`config.mk`:
```
export PLATFORM = sky130hd
export DESIGN_NAME = picc_init
export DESIGN_NICKNAME = d
export VERILOG_FILES = /design/src/common/iso14443a_pkg.sv /design/src/cascade_uid.sv /design/src/picc_fsm.sv /design/src/picc_init.sv /design/src/rx_capture.sv /design/src/tx_reply.sv
export SDC_FILE = /design/constraint.sdc
export NUM_CORES = 1
export LEC_CHECK = 0
export BUFFER_PORTS_ARGS = -buffer_cell sky130_fd_sc_hd__buf_2
export CORE_MARGIN = 2
export CORE_UTILIZATION = 45
export DETAILED_ROUTE_END_ITERATION = 10
export PLACE_DENSITY = 0.67
export SYNTH_ARGS = -nofsm -noshare
export SYNTH_HDL_FRONTEND = slang
export SYNTH_SLANG_ARGS = --single-unit
```
`constraint.sdc`:
```
create_clock -name clk -period 8.3 [get_ports clk]
set_clock_uncertainty 0.15 [all_clocks]
set_input_delay 1.66 -clock clk [delete_from_list [all_inputs] [get_ports clk]]
set_output_delay 1.66 -clock clk [all_outputs]
set_load 0.005 [all_outputs]
```
`src/common/iso14443a_pkg.sv`:
```
package iso14443a_pkg;

    // ==========================================================
    // width types
    // ==========================================================

    typedef logic [7:0]  byte_t;
    // valid bits in a partial byte, 0 stands for a full byte
    typedef logic [2:0]  bit_count_t;
    // room for a triple size UID, smaller sizes leave the top unused
    typedef logic [79:0] uid_t;
    typedef logic [1:0]  level_t;

    typedef enum logic [1:0] {
        UID_SINGLE,
        UID_DOUBLE,
        UID_TRIPLE
    } uid_size_e;

    // ==========================================================
    // frame level structs
    // ==========================================================

    // byte strobes from the frame decoder
    typedef struct packed {
        logic  soc;
        logic  eoc;
        logic  error;
        logic  data_valid;
        byte_t data;
    } rx_frame_t;

    // per bit strobe, runs alongside the byte strobes
    typedef struct packed {
        logic data_valid;
        logic data;
    } rx_bit_t;

    typedef struct packed {
        logic       data_valid;
        byte_t      data;
        bit_count_t data_bits;
        logic       append_crc;
    } tx_out_t;

    // what the current cascade level looks like on the air
    typedef struct packed {
        logic [31:0] uid;
        byte_t       bcc;
        byte_t       sel_code;
        logic        is_final;
    } level_uid_t;

    // decoded command, valid while pkt_received is high
    typedef struct packed {
        logic       pkt_received;
        logic       rx_error;
        logic       is_reqa;
        logic       is_wupa;
        logic       is_hlta;
        logic       is_ac_select;
        logic       is_select;
        logic       for_us;
        logic       crc_ok;
        logic [2:0] nvb_bytes;
        bit_count_t nvb_bits;
    } cmd_flags_t;

    typedef enum logic [1:0] {
        REPLY_NONE,
        REPLY_ATQA,
        REPLY_AC,
        REPLY_SAK
    } reply_e;

    // ==========================================================
    // command codes, see ISO 14443-3 section 6.5
    // ==========================================================

    // short frames, 7 bits
    localparam logic [6:0] REQA = 7'h26;
    localparam logic [6:0] WUPA = 7'h52;
    // first byte in the low half
    localparam logic [15:0] HLTA = 16'h0050;

    localparam byte_t SEL1             = 8'h93;
    localparam byte_t SEL2             = 8'h95;
    localparam byte_t SEL3             = 8'h97;
    localparam byte_t CASCADE_TAG      = 8'h88;
    localparam byte_t SAK_COMPLETE     = 8'h20;
    localparam byte_t SAK_NOT_COMPLETE = 8'h04;

    // SEL + NVB + 4 UID bytes + BCC, CRC is checked upstream
    localparam int RX_BUFF_LEN  = 7;
    // 4 UID bytes + BCC
    localparam int AC_REPLY_LEN = 5;

    // UID size bits of ATQA, also the index of the last cascade level
    function automatic logic [1:0] uid_size_code(uid_size_e size);
        case (size)
            UID_SINGLE: return 2'd0;
            UID_DOUBLE: return 2'd1;
            default:    return 2'd2;
        endcase
    endfunction

endpackage

```
`src/cascade_uid.sv`:
```
module cascade_uid #(
    parameter iso14443a_pkg::uid_size_e UID_SIZE = iso14443a_pkg::UID_DOUBLE
) (
    input  logic                      clk,
    input  logic                      rst_n,
    input  iso14443a_pkg::uid_t       uid,
    input  logic                      level_reset,
    input  logic                      level_advance,
    output iso14443a_pkg::level_uid_t level_info
);

    localparam iso14443a_pkg::level_t LAST_LEVEL = iso14443a_pkg::uid_size_code(UID_SIZE);

    iso14443a_pkg::level_t level_q;
    logic [31:0]           word;

    always_ff @(posedge clk or negedge rst_n) begin
        if (!rst_n) begin
            level_q <= '0;
        end else if (level_reset) begin
            level_q <= '0;
        end else if (level_advance) begin
            level_q <= level_q + 2'd1;
        end
    end

    // ISO 14443-3 6.5.4: a non final level is CT + 3 UID bytes,
    // the final level carries the last 4 UID bytes
    always_comb begin
        case (level_q)
            2'd0:    word = (LAST_LEVEL == 2'd0) ? uid[31:0]
                                                 : {uid[23:0], iso14443a_pkg::CASCADE_TAG};
            2'd1:    word = (LAST_LEVEL == 2'd1) ? uid[55:24]
                                                 : {uid[47:24], iso14443a_pkg::CASCADE_TAG};
            default: word = uid[79:48];
        endcase
    end

    assign level_info.uid      = word;
    // check byte over the four bytes of this level
    assign level_info.bcc      = word[31:24] ^ word[23:16] ^ word[15:8] ^ word[7:0];
    assign level_info.sel_code = (level_q == 2'd0) ? iso14443a_pkg::SEL1 :
                                 (level_q == 2'd1) ? iso14443a_pkg::SEL2 :
                                                     iso14443a_pkg::SEL3;
    assign level_info.is_final = (level_q == LAST_LEVEL);

    // the FSM may only advance from a non final level
    a_level_range: assert property (@(posedge clk) disable iff (!rst_n)
        level_q <= LAST_LEVEL);

endmodule

```
`src/picc_fsm.sv`:
```
module picc_fsm (
    input  logic                      clk,
    input  logic                      rst_n,
    input  iso14443a_pkg::cmd_flags_t flags,
    input  iso14443a_pkg::level_uid_t level_info,
    output iso14443a_pkg::reply_e     reply,
    output logic                      level_reset,
    output logic                      level_advance
);

    // HALT and the star states are IDLE/READY/ACTIVE plus the star bit
    typedef enum logic [1:0] {
        IDLE,
        READY,
        ACTIVE
    } state_e;

    state_e state_q;
    state_e state_d;
    logic   star_q;
    logic   star_d;

    always_ff @(posedge clk or negedge rst_n) begin
        if (!rst_n) begin
            state_q <= IDLE;
            star_q  <= 1'b0;
        end else begin
            state_q <= state_d;
            star_q  <= star_d;
        end
    end

    // ==========================================================
    // transitions, ISO 14443-3 section 6.3
    // ==========================================================

    always_comb begin
        state_d       = state_q;
        star_d        = star_q;
        reply         = iso14443a_pkg::REPLY_NONE;
        level_reset   = 1'b0;
        level_advance = 1'b0;

        if (flags.pkt_received) begin
            if (flags.rx_error) begin
                // star bit survives
                state_d = IDLE;
            end else begin
                case (state_q)
                    IDLE: begin
                        // halted card only wakes on WUPA
                        if ((flags.is_reqa && !star_q) || flags.is_wupa) begin
                            state_d     = READY;
                            reply       = iso14443a_pkg::REPLY_ATQA;
                            level_reset = 1'b1;
                        end
                    end
                    READY: begin
                        if (flags.is_ac_select && flags.for_us) begin
                            if (!flags.is_select) begin
                                reply = iso14443a_pkg::REPLY_AC;
                            end else if (!flags.crc_ok) begin
                                state_d = IDLE;
                            end else begin
                                reply = iso14443a_pkg::REPLY_SAK;
                                if (level_info.is_final) begin
                                    state_d = ACTIVE;
                                end else begin
                                    level_advance = 1'b1;
                                end
                            end
                        end else begin
                            state_d = IDLE;
                        end
                    end
                    ACTIVE: begin
                        // no RATS path, everything drops back to IDLE
                        state_d = IDLE;
                        if (flags.is_hlta) begin
                            star_d = 1'b1;
                        end
                    end
                    default: state_d = IDLE;
                endcase
            end
        end
    end

    // one decision per frame, pkt_received is a single cycle pulse
    a_pkt_pulse: assert property (@(posedge clk) disable iff (!rst_n)
        flags.pkt_received |=> !flags.pkt_received);

endmodule

```
`src/picc_init.sv`:
```
module picc_init #(
    parameter iso14443a_pkg::uid_size_e UID_SIZE = iso14443a_pkg::UID_DOUBLE
) (
    input  logic                     clk,
    input  logic                     rst_n,
    input  iso14443a_pkg::rx_frame_t rx,
    input  iso14443a_pkg::rx_bit_t   rx_bits,
    input  logic                     crc_ok,
    input  iso14443a_pkg::uid_t      uid,
    input  logic                     tx_req,
    output iso14443a_pkg::tx_out_t   tx
);

    iso14443a_pkg::level_uid_t level_info;
    iso14443a_pkg::cmd_flags_t flags;
    iso14443a_pkg::reply_e     reply;
    iso14443a_pkg::byte_t [iso14443a_pkg::AC_REPLY_LEN-1:0] ac_reply;

    logic level_reset;
    logic level_advance;

    // capture -> decide -> reply, cascade_uid feeds the current level to all
    cascade_uid #(.UID_SIZE(UID_SIZE)) u_cascade_uid (
        .clk, .rst_n, .uid, .level_reset, .level_advance, .level_info
    );

    rx_capture u_rx_capture (
        .clk, .rst_n, .rx, .rx_bits, .crc_ok, .level_info, .flags, .ac_reply
    );

    picc_fsm u_picc_fsm (
        .clk, .rst_n, .flags, .level_info, .reply, .level_reset, .level_advance
    );

    tx_reply #(.UID_SIZE(UID_SIZE)) u_tx_reply (
        .clk, .rst_n, .reply, .flags, .ac_reply, .level_info, .tx_req, .tx
    );

endmodule

```
`src/rx_capture.sv`:
```
module rx_capture (
    input  logic                      clk,
    input  logic                      rst_n,
    input  iso14443a_pkg::rx_frame_t  rx,
    input  iso14443a_pkg::rx_bit_t    rx_bits,
    input  logic                      crc_ok,
    input  iso14443a_pkg::level_uid_t level_info,
    output iso14443a_pkg::cmd_flags_t flags,
    output iso14443a_pkg::byte_t [iso14443a_pkg::AC_REPLY_LEN-1:0] ac_reply
);

    iso14443a_pkg::byte_t [iso14443a_pkg::RX_BUFF_LEN-1:0] rx_buf;

    logic [2:0] rx_count;
    logic       err_q;
    logic       crc_q;
    logic       pkt_received;
    logic       uid_matching;
    logic       for_us;
    logic       sel_match;
    logic       buf_room;
    logic       ac_load;

    // ==========================================================
    // frame buffering
    // ==========================================================

    assign buf_room  = (rx_count != 3'(iso14443a_pkg::RX_BUFF_LEN));
    assign sel_match = (rx_buf[0] == level_info.sel_code);
    // SEL and NVB in, this level's SEL code
    assign ac_load   = rx.data_valid && buf_room && (rx_count == 3'd1) && sel_match;

    always_ff @(posedge clk) begin
        if (rx.data_valid && buf_room) begin
            rx_buf[rx_count] <= rx.data;
        end
    end

    always_ff @(posedge clk or negedge rst_n) begin
        if (!rst_n) begin
            rx_count     <= '0;
            err_q        <= 1'b0;
            crc_q        <= 1'b0;
            pkt_received <= 1'b0;
            uid_matching <= 1'b0;
            for_us       <= 1'b0;
        end else begin
            // one cycle after eoc, partial bytes have landed by then
            pkt_received <= rx.eoc;

            if (rx.soc) begin
                rx_count     <= '0;
                err_q        <= 1'b0;
                uid_matching <= 1'b0;
                for_us       <= 1'b0;
            end

            if (rx.eoc) begin
                crc_q <= crc_ok;
            end

            // sticky until the next frame
            if (rx.error) begin
                err_q <= 1'b1;
            end

            if (ac_load) begin
                uid_matching <= 1'b1;
                for_us       <= 1'b1;
            end

            // partial bytes are not counted so count/bits line up with NVB
            if (rx.data_valid && buf_room && !rx.eoc) begin
                rx_count <= rx_count + 3'd1;
                // BCC done, anything further is CRC
                if (rx_count == 3'd6) begin
                    uid_matching <= 1'b0;
                end
            end

            // one wrong prefix bit and the frame is not ours
            if (uid_matching && rx_bits.data_valid && (rx_bits.data != ac_reply[0][0])) begin
                uid_matching <= 1'b0;
                for_us       <= 1'b0;
            end
        end
    end

    // ==========================================================
    // anticollision reply buffer
    // ==========================================================

    // head bit is always the next expected UID bit, what is left over
    // after the frame is exactly what we still have to send
    always_ff @(posedge clk) begin
        if (ac_load) begin
            // LSB first on air, so uid[7:0] lands in byte 0
            ac_reply <= {level_info.bcc, level_info.uid};
        end else if (uid_matching) begin
            // bit strobes of a byte come before its byte strobe
            if (rx.data_valid && !rx.eoc) begin
                ac_reply[3:0] <= ac_reply[4:1];
            end else if (rx_bits.data_valid) begin
                ac_reply[0][6:0] <= ac_reply[0][7:1];
            end
        end
    end

    // ==========================================================
    // command decode
    // ==========================================================

    assign flags.pkt_received = pkt_received;
    assign flags.rx_error     = err_q;
    assign flags.is_reqa      = (rx_buf[0][6:0] == iso14443a_pkg::REQA);
    assign flags.is_wupa      = (rx_buf[0][6:0] == iso14443a_pkg::WUPA);
    assign flags.is_hlta      = (rx_buf[0] == iso14443a_pkg::HLTA[7:0]) &&
                                (rx_buf[1] == iso14443a_pkg::HLTA[15:8]) && crc_q;
    assign flags.is_ac_select = sel_match;
    // NVB 0x70 means all 7 bytes, a full SELECT
    assign flags.is_select    = sel_match && (rx_buf[1] == 8'h70);
    assign flags.for_us       = for_us;
    assign flags.crc_ok       = crc_q;
    assign flags.nvb_bytes    = rx_buf[1][6:4];
    assign flags.nvb_bits     = rx_buf[1][2:0];

endmodule

```
`src/tx_reply.sv`:
```
module tx_reply #(
    parameter iso14443a_pkg::uid_size_e UID_SIZE = iso14443a_pkg::UID_DOUBLE
) (
    input  logic                      clk,
    input  logic                      rst_n,
    input  iso14443a_pkg::reply_e     reply,
    input  iso14443a_pkg::cmd_flags_t flags,
    input  iso14443a_pkg::byte_t [iso14443a_pkg::AC_REPLY_LEN-1:0] ac_reply,
    input  iso14443a_pkg::level_uid_t level_info,
    input  logic                      tx_req,
    output iso14443a_pkg::tx_out_t    tx
);

    // high byte 0x00, size code in bits 7:6 of the low byte
    localparam logic [15:0] ATQA = {8'h00, iso14443a_pkg::uid_size_code(UID_SIZE), 6'h04};

    iso14443a_pkg::byte_t [iso14443a_pkg::AC_REPLY_LEN-1:0] buf_q;

    iso14443a_pkg::bit_count_t bits_q;
    iso14443a_pkg::byte_t      sak;
    logic                      valid_q;
    logic                      crc_q;
    // transfers left after the current one
    logic [2:0]                count_q;
    logic                      advance;

    assign sak     = level_info.is_final ? iso14443a_pkg::SAK_COMPLETE
                                         : iso14443a_pkg::SAK_NOT_COMPLETE;
    assign advance = tx_req && valid_q && (count_q != 3'd0);

    always_ff @(posedge clk) begin
        case (reply)
            iso14443a_pkg::REPLY_ATQA: buf_q <= {24'd0, ATQA};
            iso14443a_pkg::REPLY_AC:   buf_q <= ac_reply;
            iso14443a_pkg::REPLY_SAK:  buf_q <= {32'd0, sak};
            default: begin
                if (advance) begin
                    buf_q <= {8'h00, buf_q[4:1]};
                end
            end
        endcase
    end

    always_ff @(posedge clk or negedge rst_n) begin
        if (!rst_n) begin
            valid_q <= 1'b0;
            crc_q   <= 1'b0;
            bits_q  <= '0;
            count_q <= '0;
        end else begin
            case (reply)
                iso14443a_pkg::REPLY_ATQA: begin
                    valid_q <= 1'b1;
                    crc_q   <= 1'b0;
                    bits_q  <= '0;
                    count_q <= 3'd1;
                end
                iso14443a_pkg::REPLY_AC: begin
                    valid_q <= 1'b1;
                    crc_q   <= 1'b0;
                    // 8 - nvb bits, 0 wraps to a full byte
                    bits_q  <= 3'd0 - flags.nvb_bits;
                    // 7 - nvb bytes transfers, counted minus one
                    count_q <= 3'd6 - flags.nvb_bytes;
                end
                iso14443a_pkg::REPLY_SAK: begin
                    valid_q <= 1'b1;
                    crc_q   <= 1'b1;
                    bits_q  <= '0;
                    count_q <= 3'd0;
                end
                default: begin
                    if (advance) begin
                        count_q <= count_q - 3'd1;
                        bits_q  <= '0;
                    end else if (tx_req) begin
                        valid_q <= 1'b0;
                    end
                end
            endcase
        end
    end

    assign tx = '{data_valid: valid_q, data: buf_q[0], data_bits: bits_q, append_crc: crc_q};

    // the transfer count wraps for an NVB outside 2 to 6 whole bytes
    a_ac_nvb_range: assert property (@(posedge clk) disable iff (!rst_n)
        (reply == iso14443a_pkg::REPLY_AC) |->
            ((flags.nvb_bytes >= 3'd2) && (flags.nvb_bytes <= 3'd6)));

endmodule
```
==> metrics <==
status finished clean; fin area 0.00733 mm²; GRT Total Usage 0.190; fmax 273 MHz; first-pass GRT wire length 21.3 mm; Syn. warnings 0; CP Class reg -> reg; power share of the combinational group 0.095; layout cell share with drive strength beyond 1 0.282; 1st-pass router iterations 5; Initial DRC Count 294; die area 0.0147 mm²; CTS resizes 0; top cells by area, synth edfxtp_1 (47%), dfrtp_1 (8.5%), mux2_4 (4.6%), nand2_1 (4.4%), xnor2_1 (3.5%); vias 4201; CTS tree done; CP Max Fanout 47; Synth top area share 0.465; Critical Path RT 8.40 ns; Sw Share 0.221; post-route minimum period 3.66 ns; cts hold-fix bufs 0; core footprint 0.0133 mm²; I/O Buffers 110; final WL 13.1 mm; Placement Cell Area 0.00680 mm²; Clock Sinks 117; fraction of registers with async set/reset 0.179; number of synthesized flops with an enable pin 96; RSZ-0062 raised after global routing false; gr ovfl total 0; worst-skew pair later-pin latency 0.41 ns; Setup Fix Bufs, Post-CTS 0; Core Util, Final 0.549; Seq pwr share 0.467; CP Launch Type flop; Hold Vio Cnt, Final 0; DRC 0; Final ANT Viol Nets 0; Die W 121 µm; H-tree depth 4; CP arrival 3.76 ns; #FFs+latches synth 117; final worst-path cycle share 0.441; num ports 111; GPL Wtd Cong 0.909; Static Leakage 3.24 nW; measured slew at the worst slew-check pin 1.20 ns; Final Slew Violations 0; initial core utilization 0.464; DR WL/cell 16.3 µm; antenna fix cells 0; cell taking the most area after synthesis edfxtp_1; Rel. slew slack 0.191; sw power 0.000333 W; DP HPWL 9.48 mm; sequential area share after synthesis 0.550; Max IR drop VDD 0.150 mV; internal power 0.00118 W; DIE HEIGHT 121 µm; Sum Neg Setup Slack 0 ns; Nets 727; Synth Instances 517; clock-pin slew on the worst setup and hold paths 0.05 ns; antenna violations before repair 0; FILL cells 1156; Avg Vias per Cell 5.24; Synth Flop Type edfxtp_1; clock share of power 0.438; CTS buffer count 17; power density cells 206 mW/mm²; Setup crit end kind flop; clk root buf clkbuf_16; Cell variety after synth 50; worst min path class reg -> reg; Clock Path Buffers 2; max-cap violations 0; vias in the first global route 4106; Syn Area/Cell 12.0 µm²; Final setup viols 0; Hold WS 0.329 ns; pin count of the biggest net entering global routing 70; Mapped Area 0.00620 mm²; Rows 42; post-synthesis net count 632; area growth from synthesis to layout 18.3%
-- routing by layer --
layer,GRT usage,up-vias,share of wire
met3,0.0456,18,0.065
li1,-,2060,-
met4,0.0625,0,0.015
met1,0.286,1965,0.49
met2,0.268,158,0.43
met5,0,-,0
-- worst max-delay path: stages, from the launching register on --
cell	delay, ns
edfxtp_1	0.41
inv_1	0.08
ha_1	0.18
nor4b_2	0.33
nand3_1	0.23
nor3_1	0.36
a21oi_1	0.21
ha_1	0.32
or3_2	0.89
nand3_1	0.24
o211ai_1	0.11
-- cell usage in the layout (no fill, tap or decap), types with 12 or more instances in the layout --
cell type  instances
a21o_1            26
a22o_1            24
and2_1            12
buf_2            110
clkbuf_16         17
dfrtp_1           21
edfxtp_1          96
ha_1              16
inv_1             21
mux2_4            19
mux2i_1           15
nand2_1           73
o21ai_0           38
xnor2_1           25
-- synthesized netlist by cell type, types with 2 or more instances --
master    number
clkbuf_1      16
xor2_1         2
a211o_1        2
inv_1         21
a31oi_1        2
a21oi_1       10
mux2_2         8
buf_4         11
xnor2_1       25
nor2b_1        7
buf_6          2
buf_2          5
nand4_1        2
o21ai_0       39
nand2_1       73
or3_1          3
mux2_4        19
nor3_1         4
mux2i_1       15
edfxtp_1      96
and4bb_2       3
and2_1        12
ha_1          17
buf_1          3
nor2_1         9
a21o_1        26
nand3_1        5
and3_1         3
a22o_1        24
a22oi_1        7
nand2b_1       5
xor2_2         2
o211ai_1       2
dfrtp_1       21
-- kinds of logic after synthesis --
logic type,synth area share
adder cells (fa/ha/maj),0.0343
AND/OR/NAND/NOR,0.111
AO/OA/AOI/OAI,0.131
multiplexers,0.0848
flip-flops,0.550
buffers and inverters,0.0452
XOR/XNOR,0.0434
-- path summary, 6_finish.rpt --
path / startpoint / to / slack (ns) / depth (start not counted)
worst min register to register: u_picc_fsm.star_q / u_picc_fsm.star_q / 0.33 / 1
worst max register to register: u_rx_capture.flags[0] / u_tx_reply.count_q[0] / 4.64 / 10
min in group asynchronous: rst_n / u_cascade_uid.level_q[0] / 1.07 / 1
max in group asynchronous: rst_n / u_picc_fsm.state_q[1] / 6.57 / 1
worst min-delay path: u_picc_fsm.star_q / u_picc_fsm.star_q / 0.33 / 1
worst max-delay path: u_rx_capture.flags[0] / u_tx_reply.count_q[0] / 4.64 / 10
-- flip-flops by register name, summed over array words and instances (netlist names) --
register,cells
u_rx_capture.pkt_received,1
u_tx_reply.valid_q,1
u_tx_reply.count_q,3
u_picc_fsm.star_q,1
u_tx_reply.buf_q,32
u_tx_reply.tx,8
u_tx_reply.bits_q,3
u_rx_capture.err_q,1
u_rx_capture.rx_buf,10
u_rx_capture.uid_matching,1
u_rx_capture.for_us,1
u_cascade_uid.level_q,2
u_rx_capture.rx_count,3
u_rx_capture.flags,6
u_tx_reply.crc_q,1
u_rx_capture.ac_reply,40
u_picc_fsm.state_q,2
u_rx_capture.crc_q,1
-- stage by stage --
stage	std cells	setup slack, ns	power [W]
2_1_floorplan	517	3.92	0.000809
3_3_place_gp	769	4.52	0.000852
3_5_place_dp	769	4.46	0.000860
4_1_cts	801	4.64	0.00152
5_1_grt	801	4.38	0.00157
6_report	801	4.64	0.00151
-- power groups by stage --
stage	combinational (W)	clock [W]	sequential (W)
global route	0.000165	0.000694	0.000709
CTS	0.000146	0.000667	0.000705
floorplan	0.0000993	0	0.000710
finish	0.000144	0.000661	0.000704
detailed placement	0.000145	0	0.000715
global placement	0.000138	0	0.000713
-- layout make-up --
class | count | area, µm² | area share
inverters | 21 | 78.8 | 0.0108
flip-flops and latches | 117 | 3410 | 0.465
clock inverters | 7 | 56.3 | 0.00768
well taps | 176 | 220 | 0.0300
repair buffers | 113 | 573 | 0.0782
clock buffers | 25 | 475 | 0.0649
multi-input cells | 342 | 2520 | 0.343
(Power assumes the default switching activity.)
